<file path="src/hdl/wire_pkg.sv">
package wire_pkg;

  // ----------------------------------------------------------
  // Flit format
  // ----------------------------------------------------------

  // Header view of a flit payload
  // The tag sits in the low byte and the expected length in the next byte
  typedef struct packed {
    logic [15:0] rsvd;
    logic [7:0]  len;
    logic [7:0]  tag;
  } flit_hdr_t;

  // The same 32 bits are read as a header or as a data word
  // The kind bit of the flit decides which view applies
  typedef union packed {
    flit_hdr_t   hdr;
    logic [31:0] word;
  } flit_payload_u;

  // One flit on the wire is 33 bits wide
  typedef struct packed {
    logic          kind;
    flit_payload_u payload;
  } flit_t;

  localparam logic FLIT_DATA = 1'b0;
  localparam logic FLIT_HDR  = 1'b1;

  // ----------------------------------------------------------
  // Host bus
  // ----------------------------------------------------------

  // Wishbone classic request from the host master
  typedef struct packed {
    logic        cyc;
    logic        stb;
    logic        we;
    logic [2:0]  adr;
    logic [31:0] dat;
  } wb_req_t;

  // Wishbone classic response from the slave
  typedef struct packed {
    logic        ack;
    logic [31:0] dat;
  } wb_rsp_t;

  // Word addresses of the register map
  localparam logic [2:0] ADR_TX_HDR   = 3'd0;
  localparam logic [2:0] ADR_TX_DATA  = 3'd1;
  localparam logic [2:0] ADR_RX_DATA  = 3'd2;
  localparam logic [2:0] ADR_STATUS   = 3'd3;
  localparam logic [2:0] ADR_CHECKSUM = 3'd4;

  // Depth of the receive queue
  localparam int RXQ_DEPTH = 4;

endpackage

</file>
<file path="src/hdl/delay_valid_next.sv">
module delay_valid_next #(
  parameter int WIDTH      = 1,
  parameter int NUM_STAGES = 0
) (
  input  logic             clk,
  input  logic             reset,
  input  logic             in_valid_next,
  input  logic [WIDTH-1:0] in,
  output logic             out_valid_next,
  output logic [WIDTH-1:0] out
);

  // Element 0 is the input and element NUM_STAGES is the output
  // With no stages the input goes straight to the output
  logic             stage_valid_next [NUM_STAGES+1];
  logic [WIDTH-1:0] stage_data       [NUM_STAGES+1];

  assign stage_valid_next[0] = in_valid_next;
  assign stage_data[0]       = in;

  // ----------------------------------------------------------
  // Pipeline stages
  // ----------------------------------------------------------
  for (genvar i = 1; i <= NUM_STAGES; i++) begin : gen_stage
    // The valid-next bits form a plain shift register that is cleared on reset
    always_ff @(posedge clk) begin
      if (reset) begin
        stage_valid_next[i] <= 1'b0;
      end else begin
        stage_valid_next[i] <= stage_valid_next[i-1];
      end
    end

    // Valid-next of stage i plays the role of valid for stage i-1
    // So the data moves forward only in cycles that carry a real flit
    always_ff @(posedge clk) begin
      if (stage_valid_next[i]) begin
        stage_data[i] <= stage_data[i-1];
      end
    end
  end

  assign out_valid_next = stage_valid_next[NUM_STAGES];
  assign out            = stage_data[NUM_STAGES];

endmodule

</file>
<file path="src/hdl/flit_launcher.sv">
module flit_launcher (
  input  logic            clk,
  input  logic            reset,
  input  logic            launch,
  input  wire_pkg::flit_t launch_flit,
  output logic            wire_valid_next,
  output wire_pkg::flit_t wire_flit
);

  import wire_pkg::*;

  // Load enable of the flit register
  logic   load_flit;
  // Flit held on the wire between launches
  flit_t  flit_q;

  // ----------------------------------------------------------
  // Valid-next
  // ----------------------------------------------------------

  // The launch pulse is already one cycle ahead of the data
  // It goes onto the wire as valid-next without a register
  assign wire_valid_next = launch;

  // ----------------------------------------------------------
  // Flit register
  // ----------------------------------------------------------

  // The register holds its value while reset is applied
  assign load_flit = launch && !reset;

  // Data follows valid-next by one cycle
  // Between launches the wire keeps its last value and does not toggle
  always_ff @(posedge clk) begin
    if (load_flit) begin
      flit_q <= launch_flit;
    end
  end

  assign wire_flit = flit_q;

endmodule

</file>
<file path="src/hdl/flit_receiver.sv">
module flit_receiver (
  input  logic            clk,
  input  logic            reset,
  input  logic            wire_valid_next,
  input  wire_pkg::flit_t wire_flit,
  input  logic            pop,
  output logic [31:0]     rx_word,
  output logic [2:0]      rx_level,
  output logic [7:0]      pkt_tag,
  output logic [7:0]      pkt_len,
  output logic [7:0]      pkt_count,
  output logic [31:0]     pkt_checksum,
  output logic            overflow
);

  import wire_pkg::*;

  localparam int PTR_W = $clog2(RXQ_DEPTH);

  logic             rx_valid;
  logic             is_hdr;
  logic             is_data;
  logic             q_full;
  logic             q_push;
  logic             q_pop;
  logic [PTR_W-1:0] wr_ptr;
  logic [PTR_W-1:0] rd_ptr;
  logic [31:0]      q_mem [RXQ_DEPTH];

  // Valid-next registered once lines up with the flit on the wire
  always_ff @(posedge clk) begin
    if (reset) begin
      rx_valid <= 1'b0;
    end else begin
      rx_valid <= wire_valid_next;
    end
  end

  assign is_hdr  = rx_valid && (wire_flit.kind == FLIT_HDR);
  assign is_data = rx_valid && (wire_flit.kind == FLIT_DATA);

  // ----------------------------------------------------------
  // Packet state
  // ----------------------------------------------------------
  always_ff @(posedge clk) begin
    if (reset) begin
      pkt_tag      <= '0;
      pkt_len      <= '0;
      pkt_count    <= '0;
      pkt_checksum <= '0;
      overflow     <= 1'b0;
    end else if (is_hdr) begin
      // A header starts a new packet
      pkt_tag      <= wire_flit.payload.hdr.tag;
      pkt_len      <= wire_flit.payload.hdr.len;
      pkt_count    <= '0;
      pkt_checksum <= '0;
      overflow     <= 1'b0;
    end else if (is_data) begin
      // Dropped words still count toward the packet
      pkt_count    <= pkt_count + 8'd1;
      pkt_checksum <= pkt_checksum ^ wire_flit.payload.word;
      if (q_full) begin
        overflow <= 1'b1;
      end
    end
  end

  // ----------------------------------------------------------
  // Receive queue
  // ----------------------------------------------------------
  assign q_full  = (rx_level == 3'(RXQ_DEPTH));
  assign q_push  = is_data && !q_full;
  // Popping an empty queue does nothing
  assign q_pop   = pop && (rx_level != 3'd0);
  assign rx_word = q_mem[rd_ptr];

  always_ff @(posedge clk) begin
    if (reset) begin
      wr_ptr   <= '0;
      rd_ptr   <= '0;
      rx_level <= '0;
    end else begin
      if (q_push) begin
        wr_ptr <= wr_ptr + 1'b1;
      end
      if (q_pop) begin
        rd_ptr <= rd_ptr + 1'b1;
      end
      // Level changes only when exactly one side moves
      if (q_push && !q_pop) begin
        rx_level <= rx_level + 3'd1;
      end else if (q_pop && !q_push) begin
        rx_level <= rx_level - 3'd1;
      end
    end
  end

  always_ff @(posedge clk) begin
    if (q_push) begin
      q_mem[wr_ptr] <= wire_flit.payload.word;
    end
  end

endmodule

</file>
<file path="src/hdl/wire_ctrl.sv">
module wire_ctrl (
  input  logic              clk,
  input  logic              reset,
  input  wire_pkg::wb_req_t wb_req,
  output wire_pkg::wb_rsp_t wb_rsp,
  output logic              launch,
  output wire_pkg::flit_t   launch_flit,
  output logic              pop,
  input  logic [31:0]       rx_word,
  input  logic [2:0]        rx_level,
  input  logic [7:0]        pkt_tag,
  input  logic [7:0]        pkt_len,
  input  logic [7:0]        pkt_count,
  input  logic [31:0]       pkt_checksum,
  input  logic              overflow
);

  import wire_pkg::*;

  logic        req_valid;
  logic        accept;
  logic        is_tx;
  logic        is_rx_pop;
  logic        done;
  logic [31:0] status_word;
  logic [31:0] rd_mux;
  flit_t       flit_next;
  logic        ack_q;
  logic [31:0] rd_dat_q;

  // ----------------------------------------------------------
  // Request decode
  // ----------------------------------------------------------
  assign req_valid = wb_req.cyc && wb_req.stb;
  // A request is taken once and ack follows on the next edge
  // While ack is high the same request is not taken again
  assign accept    = req_valid && !ack_q;
  assign is_tx     = (wb_req.adr == ADR_TX_HDR) || (wb_req.adr == ADR_TX_DATA);
  assign is_rx_pop = !wb_req.we && (wb_req.adr == ADR_RX_DATA) && (rx_level != 3'd0);

  // The packet is done once every announced word has arrived
  assign done = (pkt_len != 8'd0) && (pkt_count == pkt_len);

  assign status_word = {8'h00, pkt_tag, pkt_count, 3'b000, done, overflow, rx_level};

  // Read data for the addressed register
  always_comb begin
    rd_mux = '0;
    case (wb_req.adr)
      ADR_RX_DATA:  rd_mux = (rx_level != 3'd0) ? rx_word : 32'h0;
      ADR_STATUS:   rd_mux = status_word;
      ADR_CHECKSUM: rd_mux = pkt_checksum;
      default:      rd_mux = '0;
    endcase
  end

  // The address picks the flit kind and the bus data is the payload
  always_comb begin
    flit_next.kind         = (wb_req.adr == ADR_TX_HDR) ? FLIT_HDR : FLIT_DATA;
    flit_next.payload.word = wb_req.dat;
  end

  // ----------------------------------------------------------
  // Control pulses
  // ----------------------------------------------------------

  // Launch and pop rise in the same cycle as ack
  always_ff @(posedge clk) begin
    if (reset) begin
      ack_q  <= 1'b0;
      launch <= 1'b0;
      pop    <= 1'b0;
    end else begin
      ack_q  <= accept;
      launch <= accept && wb_req.we && is_tx;
      pop    <= accept && is_rx_pop;
    end
  end

  // ----------------------------------------------------------
  // Payload registers
  // ----------------------------------------------------------
  always_ff @(posedge clk) begin
    if (accept) begin
      rd_dat_q <= wb_req.we ? 32'h0 : rd_mux;
    end
    if (accept && wb_req.we && is_tx) begin
      launch_flit <= flit_next;
    end
  end

  // Read data is valid together with ack
  assign wb_rsp = '{ack: ack_q, dat: rd_dat_q};

endmodule

</file>
<file path="src/hdl/wire_link_top.sv">
module wire_link_top #(
  parameter int NUM_STAGES = 3
) (
  input  logic              clk,
  input  logic              reset,
  input  wire_pkg::wb_req_t wb_req,
  output wire_pkg::wb_rsp_t wb_rsp
);

  import wire_pkg::*;

  // The wire carries one whole flit per stage
  localparam int WIDTH = $bits(flit_t);

  logic        launch;
  flit_t       launch_flit;
  logic        pop;
  logic        wire_in_valid_next;
  flit_t       wire_in;
  logic        wire_out_valid_next;
  flit_t       wire_out;
  logic [31:0] rx_word;
  logic [2:0]  rx_level;
  logic [7:0]  pkt_tag;
  logic [7:0]  pkt_len;
  logic [7:0]  pkt_count;
  logic [31:0] pkt_checksum;
  logic        overflow;

  // ----------------------------------------------------------
  // Host side
  // ----------------------------------------------------------
  wire_ctrl u_ctrl (
    .clk          (clk),
    .reset        (reset),
    .wb_req       (wb_req),
    .wb_rsp       (wb_rsp),
    .launch       (launch),
    .launch_flit  (launch_flit),
    .pop          (pop),
    .rx_word      (rx_word),
    .rx_level     (rx_level),
    .pkt_tag      (pkt_tag),
    .pkt_len      (pkt_len),
    .pkt_count    (pkt_count),
    .pkt_checksum (pkt_checksum),
    .overflow     (overflow)
  );

  // ----------------------------------------------------------
  // Wire path
  // ----------------------------------------------------------
  flit_launcher u_launcher (
    .clk             (clk),
    .reset           (reset),
    .launch          (launch),
    .launch_flit     (launch_flit),
    .wire_valid_next (wire_in_valid_next),
    .wire_flit       (wire_in)
  );

  // Flits in flight at once are limited only by the host write rate
  delay_valid_next #(
    .WIDTH      (WIDTH),
    .NUM_STAGES (NUM_STAGES)
  ) u_wire (
    .clk            (clk),
    .reset          (reset),
    .in_valid_next  (wire_in_valid_next),
    .in             (wire_in),
    .out_valid_next (wire_out_valid_next),
    .out            (wire_out)
  );

  flit_receiver u_receiver (
    .clk             (clk),
    .reset           (reset),
    .wire_valid_next (wire_out_valid_next),
    .wire_flit       (wire_out),
    .pop             (pop),
    .rx_word         (rx_word),
    .rx_level        (rx_level),
    .pkt_tag         (pkt_tag),
    .pkt_len         (pkt_len),
    .pkt_count       (pkt_count),
    .pkt_checksum    (pkt_checksum),
    .overflow        (overflow)
  );

endmodule

</file>
<file path="config.mk">
export PLATFORM = sky130hd
export DESIGN_NAME = wire_link_top
export DESIGN_NICKNAME = d
export VERILOG_FILES = /design/src/hdl/wire_pkg.sv /design/src/hdl/delay_valid_next.sv /design/src/hdl/flit_launcher.sv /design/src/hdl/flit_receiver.sv /design/src/hdl/wire_ctrl.sv /design/src/hdl/wire_link_top.sv
export SDC_FILE = /design/constraint.sdc
export NUM_CORES = 1
export LEC_CHECK = 0
export BUFFER_PORTS_ARGS = -buffer_cell sky130_fd_sc_hd__buf_2
export CORE_UTILIZATION = 55
export CTS_BUF_LIST = sky130_fd_sc_hd__clkbuf_2
export CTS_CLUSTER_SIZE = 10
export DETAILED_ROUTE_END_ITERATION = 16
export HOLD_SLACK_MARGIN = 0.06
export PLACE_DENSITY = 0.73
export SETUP_SLACK_MARGIN = 0.2
export SYNTH_ARGS = -nofsm -noshare
export SYNTH_HDL_FRONTEND = slang
export SYNTH_HIERARCHICAL = 1
export SYNTH_SLANG_ARGS = --single-unit
</file>
<file path="constraint.sdc">
create_clock -name clk -period 3.7 [get_ports clk]
set_input_delay 0.37 -clock clk [delete_from_list [all_inputs] [get_ports clk]]
set_output_delay 0.37 -clock clk [all_outputs]
set_load 0.05 [all_outputs]
</file>
==> metrics.md <==
| Metric | Value |
|---|---|
| Cell count after synthesis | between 800 and 900 |
| Gp weighted congestion | roughly 0.8 |
| Crit path time final | 2.36 ns |
| Die X | 165 um |
| DRC Markers | 0 |
| Filler instances | around 1900 |
| Pwr Total | slightly below 8 mW |
| Pleak | between 5 and 6 nW |
| Core ar. | 26000 um2 |
| Root cell of the clock tree | clkbuf_2 |
| Clk buf depth | 3 |
| Row count | 59 |
| Final count of pins violating max slew | 0 |
| Min-Delay Endpoint | u_ctrl/launch_flit[4] |
| Min-delay worst type | in2reg |
| Max Cap Viol | 0 |
| Synth Net Count | ~860 |
| P per Cell Area | around 470 nW/um2 |
| Total grt overflow | 0 |
| Synth Register Bits | 398 |
| Arr. time, crit path | 3.16 ns |
| Netlist cell types | 50 |
| H-tree depth | 3 |
| 1st-iter DRT viols | just over 600 |
| Die area | approximately 27000 um2 |
| Relative max-transition margin | 0.425 |
| Via density | approximately 5.3 |
| IO buf count | around 70 |
| Worst slew pin tran | 0.861 ns |
| Effective utilization at floorplan | 0.560 |
| Register area share after synthesis | 0.772 |
| Startpoint types | register |
| Total GRT Usage | 0.194 |
| Endpoints failing hold | 0 |
| Area growth, synth to finish | 13.3% |
| Nets | slightly above 1000 |
| Required @ worst endpoint | 4.50 ns |
| DRT Pass-1 Iters | 8 |
| Avg Cell Area, Syn | roughly 18 um2 |
| FF-to-FF Start | u_wire/out[32] |
| Period utilization | 0.638 |
| First-pass GRT wire length | about 40000 um |
| Worst R2R End | u_receiver/rx_level[2] |
| Fraction of registers with async set/reset | 0 |
| VDD IR max | 0.339 mV |
| Worst-case reg-to-reg path depth | 8 |
| Outcome | finished clean |
| Clk pin slew, worst setup/hold paths | 0.11 ns |
| Initial antenna violation count | 1 |
| F_max | about 420 MHz |
| Setup TNS | 0 ns |
| YS warnings | 6 |
| Clk_skew | between 0.09 and 0.1 ns |
| Number of global-route vias before repair | between 7000 and 8000 |
| CTS tree | built |
| Largest net degree at the start of global routing | 35 |
| Dpl cells | 1173 |
| Clock sink total | 398 |
| Total CTS buffers | 93 |
| Hold Path Depth | 2 |
| Worst Path Max Fanout | 14 |
| Die H | about 160 um |
| RSZ-0062 raised after global routing | false |
| Synth Cell Area | 14500 um2 |
| EDFF count, synth | roughly 330 |
| Drt total wl | roughly 25000 um |
| # IOs | 73 |
| Wire per inst | ~18 um |
| Worst hold path startpoint | wb_req[4] |
| Final setup fails | 0 |
| Crit Path Category | reg2reg |
| Latest clock arrival within the worst-skew pair | around 0.94 ns |
| Finished Layout Cells | about 1400 |
| Share of layout cells above drive strength 1 | 0.298 |
| Post-detailed-route count of antenna-violating nets | 0 |
| Via count | 7455 |
| Post-detail-place hpwl | about 14000 um |
| Worst setup EP type | register |
| R2R setup slack | 1.34 ns |
| Main synth FF type | edfxtp_1 |
[final cells by class]
type	instances	area (um2)	area share
Inverter	6	22.5	0.00137
Clock buffer	145	726	0.0440
Clock inverter	26	161	0.00980
Sequential cell	398	11200	0.681
Antenna cell	1	2.50	0.000152
Multi-Input combinational cell	341	2840	0.173
Tap cell	335	419	0.0254
Timing Repair Buffer	143	1080	0.0656
[critical path: stages (launching register included)]
cell      delay (ns)
edfxtp_1        0.62
nand2b_1        0.29
nor2_1          0.16
ha_1            0.20
inv_1           0.07
fa_1            0.38
xor2_1          0.15
or3_1           0.30
a21oi_1         0.14
[per-stage QoR]
stage          utilization  setup WS, ns  hold WS (ns)  instance area [um2]
3_3_place_gp         0.581          1.43         0.402                15100
2_1_floorplan            -         0.570         0.400                14500
5_1_grt              0.634          1.23        0.0736                16500
6_report             0.634          1.34         0.172                16500
3_5_place_dp         0.581          1.41         0.405                15100
4_1_cts              0.632          1.38        0.0602                16400
[flip-flops by register name, summed over array words and instances (netlist names), 32 cells and up, named ones only]
register / count
u_ctrl/launch_flit: 33
u_ctrl/rd_dat_q: 32
u_launcher/wire_flit: 33
u_receiver/pkt_checksum: 32
u_receiver/q_mem: 128
u_wire/out: 33
u_wire/stage_data: 66
[where the power goes]
group,internal (mW),switching [mW]
clock network,1.08,1.67
registers,4.80,0.00664
logic,0.0667,0.115
total,5.95,1.79
[layout by cell type (no fill, tap or decap), types with 3 or more instances in the layout]
cell           instances
clkinv_8               3
nand2_1               37
ha_1                   6
clkinv_1              16
mux4_2                32
buf_2                 72
buf_12                 5
dlygate4sd3_1         50
xnor2_1                8
a22oi_2               11
a21oi_1               27
nand3b_1              32
nor3_1                 3
o21ai_0                7
nor2b_1                6
a222oi_1              20
xor2_1                37
and3_1                 4
nand3_1                4
clkbuf_2             145
dfxtp_1               72
nor2_2                10
or3_1                  5
edfxtp_1             325
inv_1                  5
nor2_1                63
clkinv_2               3
buf_4                 16
[cells by family after synthesis]
family | synth area share
DFF | 0.772
and+or+nand+nor | 0.0709
buffers and inverters | 0.0342
AOI/OAI and AO/OA | 0.0386
xor gates and xnor gates | 0.0271
muxes | 0.0510
adders and majority gates | 0.00654
[worst max path at each step]
stage | start | to | slack, ns | depth (start not counted)
floorplan | wb_req[37] | u_ctrl/launch_flit[0] | 0.57 | 3
global placement | u_wire/out[32] | u_receiver/rx_level[2] | 1.43 | 8
global route | u_wire/out[32] | u_receiver/rx_level[2] | 1.23 | 8
finish | u_wire/out[32] | u_receiver/rx_level[2] | 1.34 | 8
detailed placement | u_wire/out[32] | u_receiver/rx_level[2] | 1.41 | 8
CTS | u_wire/out[32] | u_receiver/rx_level[2] | 1.38 | 8
[metal layers]
layer	wire (um)	up-vias	global-route usage
met1	10800	3617	0.260
met5	0	-	0
met3	2170	40	0.0537
met4	406	0	0.0788
li1	-	3465	-
met2	11900	333	0.300
[cell usage after synthesis, types with 2 or more instances]
cell	count	area, um2
edfxtp_1	325	9760
dfxtp_1	73	1460
nor2_1	63	236
buf_4	39	293
nand2_1	37	139
xor2_1	37	324
mux4_2	32	721
nand3b_1	32	240
a21oi_1	27	135
a222oi_1	20	200
buf_2	16	80.1
a22oi_2	11	138
nor2_2	10	62.6
clkbuf_1	8	30.0
xnor2_1	8	70.1
o21ai_0	7	35.0
ha_1	6	75.1
inv_1	6	22.5
nor2b_1	6	37.5
buf_6	5	56.3
or3_1	5	31.3
and3_1	4	25.0
nand3_1	4	20.0
buf_1	3	11.3
nor3_1	3	15.0
nand2b_1	2	12.5
nand4_1	2	12.5
nor2b_4	2	27.5
nor4_1	2	12.5
o31ai_1	2	15.0
[timing repair]
action / 4_1_cts / 5_1_grt
setup buffers: 0 / 0
resized for setup: 0 / 0
hold buffers: 45 / 5
endpoints found under the hold margin: 65 / 5
(Power assumes the default switching activity.)
